`config.mk`:
```
export PLATFORM = sky130hd
export DESIGN_NAME = rv_pipe_top
export DESIGN_NICKNAME = d
export VERILOG_FILES = /design/src/core_pkg.sv /design/src/exec_unit.sv /design/src/id_ex_reg.sv /design/src/insn_decoder.sv /design/src/rv_pipe_top.sv
export SDC_FILE = /design/constraint.sdc
export NUM_CORES = 2
export LEC_CHECK = 0
export ABC_AREA = 1
export BUFFER_PORTS_ARGS = -buffer_cell sky130_fd_sc_hd__clkbuf_2
export CELL_PAD_IN_SITES_DETAIL_PLACEMENT = 0
export CELL_PAD_IN_SITES_GLOBAL_PLACEMENT = 1
export CORE_AREA = 2 2 281 352
export CTS_CLUSTER_SIZE = 40
export DETAILED_ROUTE_END_ITERATION = 8
export DIE_AREA = 0 0 283 354
export GPL_ROUTABILITY_DRIVEN = 0
export PLACE_DENSITY_LB_ADDON = 0.12
export SLEW_MARGIN = 20
export SYNTH_ARGS = -nofsm -noshare
export SYNTH_HDL_FRONTEND = slang
export SYNTH_SLANG_ARGS = --single-unit
```
`constraint.sdc`:
```
create_clock -name clk_i -period 8.3 [get_ports clk_i]
set_clock_uncertainty 0.05 [all_clocks]
set_input_delay 2.075 -clock clk_i [delete_from_list [all_inputs] [get_ports clk_i]]
set_output_delay 2.075 -clock clk_i [all_outputs]
set_load 0.02 [all_outputs]
```
`src/core_pkg.sv`:
```
package core_pkg;

    localparam int xlen  = 32;
    localparam int cnt_w = 64;

    localparam logic [xlen-1:0] insn_nop = 32'h0000_0013; // addi x0, x0, 0

    // major opcodes
    localparam logic [6:0] opc_op     = 7'b0110011;
    localparam logic [6:0] opc_op_imm = 7'b0010011;
    localparam logic [6:0] opc_lui    = 7'b0110111;
    localparam logic [6:0] opc_auipc  = 7'b0010111;
    localparam logic [6:0] opc_jal    = 7'b1101111;
    localparam logic [6:0] opc_jalr   = 7'b1100111;
    localparam logic [6:0] opc_branch = 7'b1100011;
    localparam logic [6:0] opc_system = 7'b1110011;

    typedef enum logic [3:0] {
        alu_add,
        alu_sub,
        alu_sll,
        alu_slt,
        alu_sltu,
        alu_xor,
        alu_srl,
        alu_sra,
        alu_or,
        alu_and,
        alu_pass_b    // lui
    } alu_op_e;

    typedef enum logic {
        src_rs1,
        src_pc
    } src_a_e;

    typedef enum logic [2:0] {
        csr_none,
        csr_cycle,
        csr_cycleh,
        csr_instret,
        csr_instreth
    } csr_sel_e;

    // read-only counter csrs
    localparam logic [11:0] csr_addr_cycle    = 12'hC00;
    localparam logic [11:0] csr_addr_cycleh   = 12'hC80;
    localparam logic [11:0] csr_addr_instret  = 12'hC02;
    localparam logic [11:0] csr_addr_instreth = 12'hC82;

endpackage : core_pkg

```
`src/exec_unit.sv`:
```
module exec_unit (
    input  logic                      clk_i,
    input  logic                      rst_i,
    input  logic                      ex_valid_i,
    output logic                      ex_ready_o,
    input  core_pkg::alu_op_e          ex_alu_op_i,
    input  core_pkg::src_a_e           ex_src_a_i,
    input  logic                      ex_use_imm_i,
    input  logic                      ex_we_i,
    input  logic                      ex_branch_i,
    input  logic                      ex_jump_i,
    input  logic                      ex_jalr_i,
    input  logic                      ex_illegal_i,
    input  logic [2:0]                ex_funct3_i,
    input  core_pkg::csr_sel_e         ex_csr_sel_i,
    input  logic [4:0]                ex_rd_i,
    input  logic [core_pkg::xlen-1:0]  ex_imm_i,
    input  logic [core_pkg::xlen-1:0]  ex_pc_i,
    input  logic [core_pkg::xlen-1:0]  ex_insn_i,
    input  logic [core_pkg::xlen-1:0]  ex_rs1_val_i,
    input  logic [core_pkg::xlen-1:0]  ex_rs2_val_i,
    input  logic [core_pkg::cnt_w-1:0] ex_cycle_i,
    input  logic [core_pkg::cnt_w-1:0] ex_instret_i,
    output logic                      res_valid_o,
    input  logic                      res_ready_i,
    output logic [4:0]                res_rd_o,
    output logic                      res_we_o,
    output logic [core_pkg::xlen-1:0]  res_data_o,
    output logic                      res_taken_o,
    output logic [core_pkg::xlen-1:0]  res_target_o,
    output logic                      res_illegal_o,
    output logic [core_pkg::xlen-1:0]  res_pc_o
);
    import core_pkg::*;

    logic [xlen-1:0] op_a, op_b, alu_res;
    logic [xlen-1:0] pc_plus4, pc_imm, jalr_tgt;
    logic [xlen-1:0] csr_val, data, target;
    logic            cond, taken, accept;

    assign ex_ready_o = !res_valid_o || res_ready_i;
    assign accept     = ex_valid_i && ex_ready_o;

    assign op_a = (ex_src_a_i == src_pc) ? ex_pc_i : ex_rs1_val_i;
    assign op_b = ex_use_imm_i ? ex_imm_i : ex_rs2_val_i;

    always_comb begin
        case (ex_alu_op_i)
            alu_add:  alu_res = op_a + op_b;
            alu_sub:  alu_res = op_a - op_b;
            alu_sll:  alu_res = op_a << op_b[4:0];
            alu_slt:  alu_res = xlen'($signed(op_a) < $signed(op_b));
            alu_sltu: alu_res = xlen'(op_a < op_b);
            alu_xor:  alu_res = op_a ^ op_b;
            alu_srl:  alu_res = op_a >> op_b[4:0];
            alu_sra:  alu_res = $unsigned($signed(op_a) >>> op_b[4:0]);
            alu_or:   alu_res = op_a | op_b;
            alu_and:  alu_res = op_a & op_b;
            default:  alu_res = op_b; // pass b
        endcase
    end

    always_comb begin
        case (ex_funct3_i)
            3'b000:  cond = ex_rs1_val_i == ex_rs2_val_i;
            3'b001:  cond = ex_rs1_val_i != ex_rs2_val_i;
            3'b100:  cond = $signed(ex_rs1_val_i) < $signed(ex_rs2_val_i);
            3'b101:  cond = $signed(ex_rs1_val_i) >= $signed(ex_rs2_val_i);
            3'b110:  cond = ex_rs1_val_i < ex_rs2_val_i;
            3'b111:  cond = ex_rs1_val_i >= ex_rs2_val_i;
            default: cond = 1'b0;
        endcase
    end

    always_comb begin
        case (ex_csr_sel_i)
            csr_cycle:    csr_val = ex_cycle_i[31:0];
            csr_cycleh:   csr_val = ex_cycle_i[63:32];
            csr_instret:  csr_val = ex_instret_i[31:0];
            csr_instreth: csr_val = ex_instret_i[63:32];
            default:      csr_val = '0;
        endcase
    end

    assign pc_plus4 = ex_pc_i + xlen'(4);
    assign pc_imm   = ex_pc_i + ex_imm_i;
    assign jalr_tgt = (ex_rs1_val_i + ex_imm_i) & ~xlen'(1);

    assign taken  = ex_jump_i || (ex_branch_i && cond);
    assign target = ex_jalr_i ? jalr_tgt : (ex_jump_i || ex_branch_i) ? pc_imm : '0;
    assign data   = ex_jump_i ? pc_plus4 : (ex_csr_sel_i != csr_none) ? csr_val : alu_res;

    always_ff @(posedge clk_i) begin
        if (rst_i)
            res_valid_o <= 1'b0;
        else if (ex_ready_o)
            res_valid_o <= ex_valid_i;
    end

    always_ff @(posedge clk_i) begin
        if (accept) begin
            res_rd_o      <= ex_rd_i;
            res_we_o      <= ex_we_i;
            res_data_o    <= data;
            res_taken_o   <= taken;
            res_target_o  <= target;
            res_illegal_o <= ex_illegal_i;
            res_pc_o      <= ex_pc_i;
        end
    end

    res_valid_known_a: assert property (@(posedge clk_i) disable iff (rst_i)
        !$isunknown(res_valid_o))
        else $error("res_valid_o unknown after reset");

    // rd of a nop is x0, so the decoder must have dropped its write
    nop_no_write_a: assert property (@(posedge clk_i) disable iff (rst_i)
        ex_valid_i && ex_insn_i == insn_nop |-> !ex_we_i)
        else $error("nop reached execute with write enable set");

endmodule : exec_unit

```
`src/id_ex_reg.sv`:
```
module id_ex_reg (
    input  logic                      clk_i,
    input  logic                      rst_i,
    input  logic                      dec_valid_i,
    output logic                      dec_ready_o,
    input  core_pkg::alu_op_e          dec_alu_op_i,
    input  core_pkg::src_a_e           dec_src_a_i,
    input  logic                      dec_use_imm_i,
    input  logic                      dec_we_i,
    input  logic                      dec_branch_i,
    input  logic                      dec_jump_i,
    input  logic                      dec_jalr_i,
    input  logic                      dec_illegal_i,
    input  logic [2:0]                dec_funct3_i,
    input  core_pkg::csr_sel_e         dec_csr_sel_i,
    input  logic [4:0]                dec_rd_i,
    input  logic [core_pkg::xlen-1:0]  dec_imm_i,
    input  logic [core_pkg::xlen-1:0]  dec_pc_i,
    input  logic [core_pkg::xlen-1:0]  dec_insn_i,
    input  logic [core_pkg::xlen-1:0]  dec_rs1_val_i,
    input  logic [core_pkg::xlen-1:0]  dec_rs2_val_i,
    output logic                      ex_valid_o,
    input  logic                      ex_ready_i,
    output core_pkg::alu_op_e          ex_alu_op_o,
    output core_pkg::src_a_e           ex_src_a_o,
    output logic                      ex_use_imm_o,
    output logic                      ex_we_o,
    output logic                      ex_branch_o,
    output logic                      ex_jump_o,
    output logic                      ex_jalr_o,
    output logic                      ex_illegal_o,
    output logic [2:0]                ex_funct3_o,
    output core_pkg::csr_sel_e         ex_csr_sel_o,
    output logic [4:0]                ex_rd_o,
    output logic [core_pkg::xlen-1:0]  ex_imm_o,
    output logic [core_pkg::xlen-1:0]  ex_pc_o,
    output logic [core_pkg::xlen-1:0]  ex_insn_o,
    output logic [core_pkg::xlen-1:0]  ex_rs1_val_o,
    output logic [core_pkg::xlen-1:0]  ex_rs2_val_o,
    output logic [core_pkg::cnt_w-1:0] ex_cycle_o,
    output logic [core_pkg::cnt_w-1:0] ex_instret_o
);
    import core_pkg::*;

    logic [cnt_w-1:0] cycle_q;
    logic [cnt_w-1:0] instret_q;
    logic             accept;

    assign dec_ready_o = !ex_valid_o || ex_ready_i;
    assign accept      = dec_valid_i && dec_ready_o;

    always_ff @(posedge clk_i) begin
        if (rst_i)
            cycle_q <= '1; // wraps to zero on the first live cycle
        else
            cycle_q <= cycle_q + 1'b1;
    end

    always_ff @(posedge clk_i) begin
        if (rst_i)
            instret_q <= '0;
        else if (accept && dec_insn_i != insn_nop)
            instret_q <= instret_q + 1'b1;
    end

    always_ff @(posedge clk_i) begin
        if (rst_i || (dec_ready_o && !dec_valid_i)) begin // reset or bubble
            ex_valid_o   <= 1'b0;
            ex_alu_op_o  <= alu_add;
            ex_src_a_o   <= src_rs1;
            ex_use_imm_o <= 1'b0;
            ex_we_o      <= 1'b0;
            ex_branch_o  <= 1'b0;
            ex_jump_o    <= 1'b0;
            ex_jalr_o    <= 1'b0;
            ex_illegal_o <= 1'b0;
            ex_funct3_o  <= 3'd0;
            ex_csr_sel_o <= csr_none;
            ex_rd_o      <= 5'd0;
            ex_imm_o     <= '0;
            ex_pc_o      <= '0;
            ex_insn_o    <= insn_nop;
            ex_rs1_val_o <= '0;
            ex_rs2_val_o <= '0;
            ex_cycle_o   <= '0;
            ex_instret_o <= '0;
        end else if (dec_ready_o) begin
            ex_valid_o   <= 1'b1;
            ex_alu_op_o  <= dec_alu_op_i;
            ex_src_a_o   <= dec_src_a_i;
            ex_use_imm_o <= dec_use_imm_i;
            ex_we_o      <= dec_we_i;
            ex_branch_o  <= dec_branch_i;
            ex_jump_o    <= dec_jump_i;
            ex_jalr_o    <= dec_jalr_i;
            ex_illegal_o <= dec_illegal_i;
            ex_funct3_o  <= dec_funct3_i;
            ex_csr_sel_o <= dec_csr_sel_i;
            ex_rd_o      <= dec_rd_i;
            ex_imm_o     <= dec_imm_i;
            ex_pc_o      <= dec_pc_i;
            ex_insn_o    <= dec_insn_i;
            ex_rs1_val_o <= dec_rs1_val_i;
            ex_rs2_val_o <= dec_rs2_val_i;
            ex_cycle_o   <= cycle_q;   // snapshot before increment
            ex_instret_o <= instret_q;
        end
    end

    instret_mono_a: assert property (@(posedge clk_i) disable iff (rst_i)
        instret_q >= $past(instret_q))
        else $error("retired counter went backwards");

endmodule : id_ex_reg

```
`src/insn_decoder.sv`:
```
module insn_decoder (
    input  logic                     clk_i,
    input  logic                     rst_i,
    input  logic                     in_valid_i,
    output logic                     in_ready_o,
    input  logic [core_pkg::xlen-1:0] in_insn_i,
    input  logic [core_pkg::xlen-1:0] in_pc_i,
    input  logic [core_pkg::xlen-1:0] in_rs1_val_i,
    input  logic [core_pkg::xlen-1:0] in_rs2_val_i,
    output logic                     dec_valid_o,
    input  logic                     dec_ready_i,
    output core_pkg::alu_op_e         dec_alu_op_o,
    output core_pkg::src_a_e          dec_src_a_o,
    output logic                     dec_use_imm_o,
    output logic                     dec_we_o,
    output logic                     dec_branch_o,
    output logic                     dec_jump_o,
    output logic                     dec_jalr_o,
    output logic                     dec_illegal_o,
    output logic [2:0]               dec_funct3_o,
    output core_pkg::csr_sel_e        dec_csr_sel_o,
    output logic [4:0]               dec_rd_o,
    output logic [core_pkg::xlen-1:0] dec_imm_o,
    output logic [core_pkg::xlen-1:0] dec_pc_o,
    output logic [core_pkg::xlen-1:0] dec_insn_o,
    output logic [core_pkg::xlen-1:0] dec_rs1_val_o,
    output logic [core_pkg::xlen-1:0] dec_rs2_val_o
);
    import core_pkg::*;

    logic [6:0]      opcode;
    logic [2:0]      funct3;
    logic [6:0]      funct7;
    logic [4:0]      rd;
    logic [4:0]      rs1;
    logic [xlen-1:0] imm_i, imm_b, imm_u, imm_j;
    logic [xlen-1:0] imm;
    alu_op_e         alu_op;
    src_a_e          src_a;
    csr_sel_e        csr_sel;
    logic            use_imm, we, branch, jump, jalr, illegal;
    logic            accept;

    function automatic alu_op_e alu_from_f3(input logic [2:0] f3, input logic alt);
        case (f3)
            3'b000:  return alt ? alu_sub : alu_add;
            3'b001:  return alu_sll;
            3'b010:  return alu_slt;
            3'b011:  return alu_sltu;
            3'b100:  return alu_xor;
            3'b101:  return alt ? alu_sra : alu_srl;
            3'b110:  return alu_or;
            default: return alu_and;
        endcase
    endfunction

    assign opcode = in_insn_i[6:0];
    assign rd     = in_insn_i[11:7];
    assign funct3 = in_insn_i[14:12];
    assign rs1    = in_insn_i[19:15];
    assign funct7 = in_insn_i[31:25];

    assign imm_i = {{20{in_insn_i[31]}}, in_insn_i[31:20]};
    assign imm_b = {{20{in_insn_i[31]}}, in_insn_i[7], in_insn_i[30:25], in_insn_i[11:8], 1'b0};
    assign imm_u = {in_insn_i[31:12], 12'b0};
    assign imm_j = {{12{in_insn_i[31]}}, in_insn_i[19:12], in_insn_i[20], in_insn_i[30:21], 1'b0};

    always_comb begin
        alu_op  = alu_add;
        src_a   = src_rs1;
        csr_sel = csr_none;
        imm     = '0;
        use_imm = 1'b0;
        we      = 1'b0;
        branch  = 1'b0;
        jump    = 1'b0;
        jalr    = 1'b0;
        illegal = 1'b0;
        case (opcode)
            opc_op: begin
                we      = 1'b1;
                alu_op  = alu_from_f3(funct3, funct7[5]);
                illegal = !(funct7 == 7'h00 ||
                            (funct7 == 7'h20 && (funct3 == 3'b000 || funct3 == 3'b101)));
            end
            opc_op_imm: begin
                we      = 1'b1;
                use_imm = 1'b1;
                imm     = imm_i;
                alu_op  = alu_from_f3(funct3, funct3 == 3'b101 && funct7[5]);
                if (funct3 == 3'b001)
                    illegal = funct7 != 7'h00;
                else if (funct3 == 3'b101)
                    illegal = funct7 != 7'h00 && funct7 != 7'h20;
            end
            opc_lui: begin
                we      = 1'b1;
                use_imm = 1'b1;
                imm     = imm_u;
                alu_op  = alu_pass_b;
            end
            opc_auipc: begin
                we      = 1'b1;
                use_imm = 1'b1;
                imm     = imm_u;
                src_a   = src_pc;
            end
            opc_jal: begin
                we   = 1'b1;
                jump = 1'b1;
                imm  = imm_j;
            end
            opc_jalr: begin
                we      = 1'b1;
                jump    = 1'b1;
                jalr    = 1'b1;
                imm     = imm_i;
                illegal = funct3 != 3'b000;
            end
            opc_branch: begin
                branch  = 1'b1;
                imm     = imm_b;
                illegal = funct3 == 3'b010 || funct3 == 3'b011;
            end
            opc_system: begin
                we = 1'b1;
                if (funct3 == 3'b010 && rs1 == 5'd0) begin // csrrs rd, csr, x0
                    case (in_insn_i[31:20])
                        csr_addr_cycle:    csr_sel = csr_cycle;
                        csr_addr_cycleh:   csr_sel = csr_cycleh;
                        csr_addr_instret:  csr_sel = csr_instret;
                        csr_addr_instreth: csr_sel = csr_instreth;
                        default:           illegal = 1'b1;
                    endcase
                end else begin
                    illegal = 1'b1;
                end
            end
            default: illegal = 1'b1;
        endcase
        if (illegal) begin // kill every side effect
            branch  = 1'b0;
            jump    = 1'b0;
            jalr    = 1'b0;
            csr_sel = csr_none;
        end
        if (illegal || rd == 5'd0)
            we = 1'b0;
    end

    assign in_ready_o = !dec_valid_o || dec_ready_i;
    assign accept     = in_valid_i && in_ready_o;

    always_ff @(posedge clk_i) begin
        if (rst_i)
            dec_valid_o <= 1'b0;
        else if (in_ready_o)
            dec_valid_o <= in_valid_i;
    end

    always_ff @(posedge clk_i) begin
        if (accept) begin
            dec_alu_op_o  <= alu_op;
            dec_src_a_o   <= src_a;
            dec_use_imm_o <= use_imm;
            dec_we_o      <= we;
            dec_branch_o  <= branch;
            dec_jump_o    <= jump;
            dec_jalr_o    <= jalr;
            dec_illegal_o <= illegal;
            dec_funct3_o  <= funct3;
            dec_csr_sel_o <= csr_sel;
            dec_rd_o      <= rd;
            dec_imm_o     <= imm;
            dec_pc_o      <= in_pc_i;
            dec_insn_o    <= in_insn_i;
            dec_rs1_val_o <= in_rs1_val_i;
            dec_rs2_val_o <= in_rs2_val_i;
        end
    end

    // held item must not change until id/ex takes it
    dec_hold_a: assert property (@(posedge clk_i) disable iff (rst_i)
        dec_valid_o && !dec_ready_i |=> dec_valid_o &&
            $stable({dec_insn_o, dec_pc_o, dec_imm_o, dec_rs1_val_o, dec_rs2_val_o,
                     dec_alu_op_o, dec_we_o, dec_rd_o}))
        else $error("decoder payload changed while stalled");

endmodule : insn_decoder

```
`src/rv_pipe_top.sv`:
```
module rv_pipe_top (
    input  logic                     clk_i,
    input  logic                     rst_i,
    input  logic                     in_valid_i,
    output logic                     in_ready_o,
    input  logic [core_pkg::xlen-1:0] in_insn_i,
    input  logic [core_pkg::xlen-1:0] in_pc_i,
    input  logic [core_pkg::xlen-1:0] in_rs1_val_i,
    input  logic [core_pkg::xlen-1:0] in_rs2_val_i,
    output logic                     res_valid_o,
    input  logic                     res_ready_i,
    output logic [4:0]               res_rd_o,
    output logic                     res_we_o,
    output logic [core_pkg::xlen-1:0] res_data_o,
    output logic                     res_taken_o,
    output logic [core_pkg::xlen-1:0] res_target_o,
    output logic                     res_illegal_o,
    output logic [core_pkg::xlen-1:0] res_pc_o
);
    import core_pkg::*;

    // decoder -> id/ex
    logic            dec_valid, dec_ready;
    alu_op_e         dec_alu_op;
    src_a_e          dec_src_a;
    csr_sel_e        dec_csr_sel;
    logic            dec_use_imm, dec_we, dec_branch, dec_jump, dec_jalr, dec_illegal;
    logic [2:0]      dec_funct3;
    logic [4:0]      dec_rd;
    logic [xlen-1:0] dec_imm, dec_pc, dec_insn, dec_rs1_val, dec_rs2_val;

    // id/ex -> execute
    logic             ex_valid, ex_ready;
    alu_op_e          ex_alu_op;
    src_a_e           ex_src_a;
    csr_sel_e         ex_csr_sel;
    logic             ex_use_imm, ex_we, ex_branch, ex_jump, ex_jalr, ex_illegal;
    logic [2:0]       ex_funct3;
    logic [4:0]       ex_rd;
    logic [xlen-1:0]  ex_imm, ex_pc, ex_insn, ex_rs1_val, ex_rs2_val;
    logic [cnt_w-1:0] ex_cycle, ex_instret;

    insn_decoder u_dec (
        .clk_i(clk_i), .rst_i(rst_i),
        .in_valid_i(in_valid_i), .in_ready_o(in_ready_o), .in_insn_i(in_insn_i),
        .in_pc_i(in_pc_i), .in_rs1_val_i(in_rs1_val_i), .in_rs2_val_i(in_rs2_val_i),
        .dec_valid_o(dec_valid), .dec_ready_i(dec_ready), .dec_alu_op_o(dec_alu_op),
        .dec_src_a_o(dec_src_a), .dec_use_imm_o(dec_use_imm), .dec_we_o(dec_we),
        .dec_branch_o(dec_branch), .dec_jump_o(dec_jump), .dec_jalr_o(dec_jalr),
        .dec_illegal_o(dec_illegal), .dec_funct3_o(dec_funct3), .dec_csr_sel_o(dec_csr_sel),
        .dec_rd_o(dec_rd), .dec_imm_o(dec_imm), .dec_pc_o(dec_pc), .dec_insn_o(dec_insn),
        .dec_rs1_val_o(dec_rs1_val), .dec_rs2_val_o(dec_rs2_val)
    );

    id_ex_reg u_id_ex (
        .clk_i(clk_i), .rst_i(rst_i),
        .dec_valid_i(dec_valid), .dec_ready_o(dec_ready), .dec_alu_op_i(dec_alu_op),
        .dec_src_a_i(dec_src_a), .dec_use_imm_i(dec_use_imm), .dec_we_i(dec_we),
        .dec_branch_i(dec_branch), .dec_jump_i(dec_jump), .dec_jalr_i(dec_jalr),
        .dec_illegal_i(dec_illegal), .dec_funct3_i(dec_funct3), .dec_csr_sel_i(dec_csr_sel),
        .dec_rd_i(dec_rd), .dec_imm_i(dec_imm), .dec_pc_i(dec_pc), .dec_insn_i(dec_insn),
        .dec_rs1_val_i(dec_rs1_val), .dec_rs2_val_i(dec_rs2_val),
        .ex_valid_o(ex_valid), .ex_ready_i(ex_ready), .ex_alu_op_o(ex_alu_op),
        .ex_src_a_o(ex_src_a), .ex_use_imm_o(ex_use_imm), .ex_we_o(ex_we),
        .ex_branch_o(ex_branch), .ex_jump_o(ex_jump), .ex_jalr_o(ex_jalr),
        .ex_illegal_o(ex_illegal), .ex_funct3_o(ex_funct3), .ex_csr_sel_o(ex_csr_sel),
        .ex_rd_o(ex_rd), .ex_imm_o(ex_imm), .ex_pc_o(ex_pc), .ex_insn_o(ex_insn),
        .ex_rs1_val_o(ex_rs1_val), .ex_rs2_val_o(ex_rs2_val),
        .ex_cycle_o(ex_cycle), .ex_instret_o(ex_instret)
    );

    exec_unit u_exec (
        .clk_i(clk_i), .rst_i(rst_i),
        .ex_valid_i(ex_valid), .ex_ready_o(ex_ready), .ex_alu_op_i(ex_alu_op),
        .ex_src_a_i(ex_src_a), .ex_use_imm_i(ex_use_imm), .ex_we_i(ex_we),
        .ex_branch_i(ex_branch), .ex_jump_i(ex_jump), .ex_jalr_i(ex_jalr),
        .ex_illegal_i(ex_illegal), .ex_funct3_i(ex_funct3), .ex_csr_sel_i(ex_csr_sel),
        .ex_rd_i(ex_rd), .ex_imm_i(ex_imm), .ex_pc_i(ex_pc), .ex_insn_i(ex_insn),
        .ex_rs1_val_i(ex_rs1_val), .ex_rs2_val_i(ex_rs2_val),
        .ex_cycle_i(ex_cycle), .ex_instret_i(ex_instret),
        .res_valid_o(res_valid_o), .res_ready_i(res_ready_i), .res_rd_o(res_rd_o),
        .res_we_o(res_we_o), .res_data_o(res_data_o), .res_taken_o(res_taken_o),
        .res_target_o(res_target_o), .res_illegal_o(res_illegal_o), .res_pc_o(res_pc_o)
    );

endmodule : rv_pipe_top

```
## After elaboration in Yosys (flattened, before gate mapping)

Cells that the tools add are included.

- Memories kept: 0
- Output and inout bits: 106
- Bits in read-only memories: 0
- Flip-flop bits (word level): 695
- Latch bits: 0
- Logic and storage cells: 180
- Bits in writable memories: 0

- Mux-type cells: 29
- Equal/unequal tests: 41
- Add/subtract/negate cells: 7
- Bitwise logic cells: 6
- Multiply operators: 0
- Div/mod/pow operators: 0
- Reduce and logical (&&, ||, !) cells: 42
- Magnitude comparators: 6
- Shift-type cells: 3

Operator list:

| cell | count |
|---|---|
| case mux 32 bit (10 select lines) | 1 |
| case mux 32 bit (4 select lines) | 2 |
| 2-to-1 mux 32 bit | 6 |
| adder 64 x 1 -> 64 bit, second input constant | 2 |
| less-than comparator 32 bit | 4 |
| adder 32 bit | 3 |
| greater-or-equal comparator 32 bit | 2 |
| case mux 4 bit (7 select lines) | 2 |
| == test 12 bit, second input constant | 4 |
| adder 32 x 3 -> 32 bit, second input constant | 1 |
| AND 32 bit | 1 |
| == test 32 bit | 1 |
| != test 32 bit | 1 |
| != test 32 x 5 -> 1 bit, second input constant | 1 |
| OR 32 bit | 1 |
| << shifter 32 x 5 -> 32 bit | 1 |
| right shift 32 x 5 -> 32 bit | 1 |
| >>> shifter 32 x 5 -> 32 bit | 1 |
| subtractor 32 bit | 1 |
| bitwise XOR 32 bit | 1 |
| == test 7 bit, second input constant | 4 |
| == test 3 bit, second input constant | 8 |
| == test 7 x 6 -> 1 bit, second input constant | 3 |
| == test 4 x 3 -> 1 bit, second input constant | 4 |
| other kinds (25) | 78 |

## Logic depth before layout (Yosys ltp)

- Word-level depth: 7
- Depth in mapped cells: 27
- Depth with buffers taken out: 23

## By module

Synthesis repeated with hierarchy kept, for this count alone.

- Cell total of the unflattened synthesis: 6,609
- Area, all modules: 45,279.7 um^2

By module, submodules not included:

| module | cells an instance | instances | sequential area each (um^2) | area an instance (um^2) |
|---|---|---|---|---|
| exec_unit | 3,538 | 1 | 3,143.0 | 20,399.6 |
| id_ex_reg | 2,697 | 1 | 8,788.4 | 18,691.7 |
| insn_decoder | 374 | 1 | 5,245.0 | 6,188.4 |

## Worst setup path before layout

OpenSTA, ideal clock, no wires.

- Path type: input to register
- Start: in res_ready_i
- End: reg u_exec.res_data_o[0] (netlist name) (enable)
- Slack: 0.543 ns
- Path buffers: 0
- Library setup time: 0.601 ns
- Data arrival time: 7.105 ns
- Stages: 2
- Cell sequence: inv_1 a21oi_1

- Word-level cells in the longest chain between the ends: 2

RTL lines:

| what | line | RTL |
|---|---|---|
| start, declared | rv_pipe_top.sv:11 | `input logic res_ready_i,` |
| logical OR 1 bit | exec_unit.sv:41 | `assign ex_ready_o = !res_valid_o \|\| res_ready_i;` |
| logical AND 1 bit | exec_unit.sv:42 | `assign accept = ex_valid_i && ex_ready_o;` |
| net u_exec.accept | exec_unit.sv:39 | `logic cond, taken, accept;` |
| end signal, assigned | exec_unit.sv:104 | `res_data_o <= data;` |
| end, declared | exec_unit.sv:28 | `output logic [core_pkg::xlen-1:0] res_data_o,` |

The timed path passes the listed nets, and every way through them passes these cells.
A chain may end at the register's enable or synchronous reset.

## Worst setup path after layout

- Start: in res_ready_i
- End: out in_ready_o

- Word-level cells in the longest chain between the ends: 3

RTL lines:

| what | line | RTL |
|---|---|---|
| logical OR 1 bit | exec_unit.sv:41 |  |
| logical OR 1 bit | id_ex_reg.sv:49 | `assign dec_ready_o = !ex_valid_o \|\| ex_ready_i;` |
| logical OR 1 bit | insn_decoder.sv:151 | `assign in_ready_o = !dec_valid_o \|\| dec_ready_i;` |
| end, declared | rv_pipe_top.sv:5 | `output logic in_ready_o,` |

No other way between the ends.

==> out/qor.tcl <==
set qor(status) {finished clean}
set qor(design.die.area_sq_mm) 0.100
set qor(timing.critical_path.buf_inv) 4
set qor(power.static_leakage_nw) 21.4
set qor(wl_per_cell_um) 23.7
set qor(worstRegToRegCells) 24
set qor(cp_cell_sequence) {clkbuf_2, inv_1, nand2_1, nor2_4, buf_4, nand2_1, clkbuf_2}
set qor(yosys_warnings) 0
set qor(cp_data_arrival_time_ns) 3.54
set qor(nFillCells) 10100
set qor(syn_area_sq_mm) 0.0432
set qor(vias_per_cell) 5.72
set qor(cts.sink_count) 687
set qor(core_region_area_sq_mm) 0.0969
set qor(sequential_cell_area_sq_mm) 0.0165
set qor(grt_antenna_before_repair) 7
set qor(power.net_switching_mw) 2.80
set qor(multi_input_area_sq_mm) 0.0234
set qor(mappedNetlistNets) 6552
set qor(net_count_final) 6707
set qor(tritoncts) {yes}
set qor(power_frac_clock_pct) 38.9
set qor(worst-endpoint-required_ns) 6.18
set qor(final.setup.tns_ns) 0
set qor(drive_gt1_share_pct) 9.32
set qor(final_max_slew_viol_count) 0
set qor(grt_max_degree) 234
set qor(crit_cells) 7
set qor(synth.avg_cell_area_sq_um) 6.95
set qor(h-tree-depth) 3
set qor(worstSetupEndpointType) {output pin}
set qor(die_x_um) 283
set qor(power.ir.vdd_worst_v) 0.000193
set qor(post-route-util_pct) 49.8
set qor(report.final.setup_viol) 0
set qor(detail_route.wirelength_um) 184000
set qor(synth_top_cells_by_count) {1874 x nand2_1, 678 x a21oi_1, 591 x inv_1}
set qor(critPathLaunchType) {primary input}
set qor(post_synthesis_sequential_area_ratio_pct) 38.3
set qor(postSynth.topFlopCell) {dfxtp_1}
set qor(timing.critical_path.slowest_cell_delay_ns) 0.47
set qor(period_minus_slack_ns) 5.66
set qor(number_of_enable_type_register_cells_in_the_synthesized_netlist) 278
set qor(hold_slack_ns) 0.387
set qor(crit_path_max_fanout) 42
set qor(synthesis.instances) 6220
set qor(synth_async_sr_flop_share_pct) 0
set qor(worst_setup_hold_path_clk_slew_ns) 0.06
set qor(drtPass1Iterations) 8
set qor(hp-class) {flop to flop}
set qor(yosysMostFrequentCell) {nand2_1}
set qor(seq_power_share_pct) 43.4
set qor(share_comb_of_total_power_pct) 17.7
set qor(cts_resized) 0
set qor(worst_pin_slew_ns) 1.15
set qor(netSwitchingFraction_pct) 31.5
set qor(wire_length_of_the_first_global_routing_pass_um) 267000
set qor(hpwlAfterDp_um) 140000
set qor(worst_skew_pair.late_latency_ns) 0.68
set qor(floorplan.io_pins) 238
set qor(max_cap_violations) 0
set qor(initial_drc_count) 4956
set qor(cts_post_setup_buffers_inserted) 0
set qor(synth.largest_area_cell) {edfxtp_1}
set qor(cts-root-to-sink-buffers) 3
set qor(area_delta_synth_final_pct) 11.7
set qor(remaining_drc_errors) 0
set qor(power.density_cell_area_mw_per_mm2) 184
set qor(via_count) 44300
set qor(cts.root.buffer_cell) {clkbuf_16}
set qor(ant_nets) 0
set qor(critPathSlowestCell) {buf_4}
set qor(grt_setup_unrepaired) {false}
set qor(cts_hold_repair.buffers) 0
set qor(gr-usage-all-layers_pct) 35.5
set qor(ys_types) 64
set qor(finalHoldViolations) 0
set qor(worst_slew_margin_rel_pct) 23.4
set qor(period_share_pct) 68.2
set qor(io_buffers) 237
set qor(globalRouteOverflowTotal) 0
set qor(grt_pass1_vias) 41200
set qor(rows) 128
set qor(cell_internal_power_mw) 6.10
set qor(path_type_of_the_worst_setup_path) {primary input to output pin}
set qor(die_h_um) 354
set qor(min_path_cells) 0
set qor(critical-path-top-delay-family) {buffers and inverters}
set qor(postSynthRegisterBits) 687
set qor(cts_made_buffers) 75
set qor(synthTopCellsByArea) {edfxtp_1 19%, dfxtp_1 19%, nand2_1 16%}
set qor(clock.fmax_mhz) 177
set qor(initial_core_util_pct) 44.6
set qor(yosys.area.top_type_share_pct) 19.3
[stage by stage]
step	instances	cell area (sq um)	total power [mW]	worst slack, ns
final	7741	48300	8.90	2.64
after global routing	7739	48300	9.26	2.52
after CTS	7735	48300	8.91	2.63
after detailed placement	7598	45700	5.47	2.62
after global placement	7598	45700	5.46	2.60
after floorplan	6220	43200	4.93	0.543
[kinds of logic (layout without fill, tap and decap cells)]
logic type	Yosys count	after routing	share of synthesized area, %
AOI/OAI and AO/OA	1172	1172	14.8
buffers and inverters	859	1074	7.80
other	0	6	0
xor gates and xnor gates	76	76	1.54
adders and majority gates	200	200	5.86
DFF	687	687	38.3
and+or+nand+nor	3226	3226	31.7
[metal layers]
| layer | GRT usage, % | wire (um) | vias to the layer above |
|---|---|---|---|
| li1 | - | - | 21100 |
| met1 | 44.7 | 73300 | 20600 |
| met2 | 56.4 | 82100 | 2079 |
| met3 | 6.76 | 15700 | 511 |
| met4 | 21.4 | 12600 | 0 |
| met5 | 0 | 0 | - |
[layout make-up]
cell class	instances	share of cell area [%]
multi-input combinational	4674	48.4
sequential	687	34.3
inverter	607	4.75
clock buffer	101	4.30
timing repair buffer	330	3.93
tap	1300	3.37
clock inverter	36	0.964
antenna	6	0.0311
[state kept, by name, summed over array words and instances, names as in the netlist, 64 cells and up]
name / count
u_id_ex.ex_cycle_o: 64
u_id_ex.cycle_q: 64
u_id_ex.ex_instret_o: 64
u_id_ex.instret_q: 64
[cells in the final DEF (no fill, tap or decap), drive strengths merged, types with 21 or more instances in the layout]
cell,count
a21oi,680
buf,94
clkbuf,337
clkinv,26
dfxtp,409
edfxtp,278
ha,196
inv,608
nand2,1891
nand3,462
nand4,124
nor2,485
nor3,142
nor4,40
o211ai,27
o21ai,346
or2,59
xnor2,21
xor2,55
[power by group through the flow]
stage | clock network (mW) | logic [mW] | registers [mW]
after CTS | 3.50 | 1.55 | 3.86
final | 3.46 | 1.57 | 3.86
after global routing | 3.62 | 1.76 | 3.87
after detailed placement | 0 | 1.54 | 3.93
after global placement | 0 | 1.53 | 3.93
after floorplan | 0 | 1.08 | 3.85
[worst register-to-register path, stage by stage (launching register included)]
cell     delay (ns)
dfxtp_1        0.68
nand2_1        0.20
o21ai_4        0.08
buf_4          0.29
inv_2          0.07
buf_4          0.34
ha_1           0.42
inv_1          0.13
nand2_1        0.09
o21ai_1        0.33
nand2_1        0.13
nand2_1        0.14
nand2_1        0.08
nand2_1        0.13
nand2_1        0.09
nand2_1        0.12
nand2_1        0.06
nand3_1        0.10
nand2_1        0.06
nor2_1         0.32
nand2_1        0.10
nand2_1        0.12
nand2_1        0.08
nand2_1        0.08
nand2_1        0.07
[final timing paths]
path / slack, ns / to / startpoint
setup reg to reg: 3.66 / u_exec.res_data_o[15] / u_id_ex.ex_imm_o[1]
setup / recovery: 2.64 / in_ready_o / res_ready_i
hold / removal: 0.39 / u_exec.res_rd_o[0] / u_id_ex.ex_rd_o[0]
hold reg to reg: 0.39 / u_exec.res_rd_o[0] / u_id_ex.ex_rd_o[0]
Power figures use the tool's default switching activity.
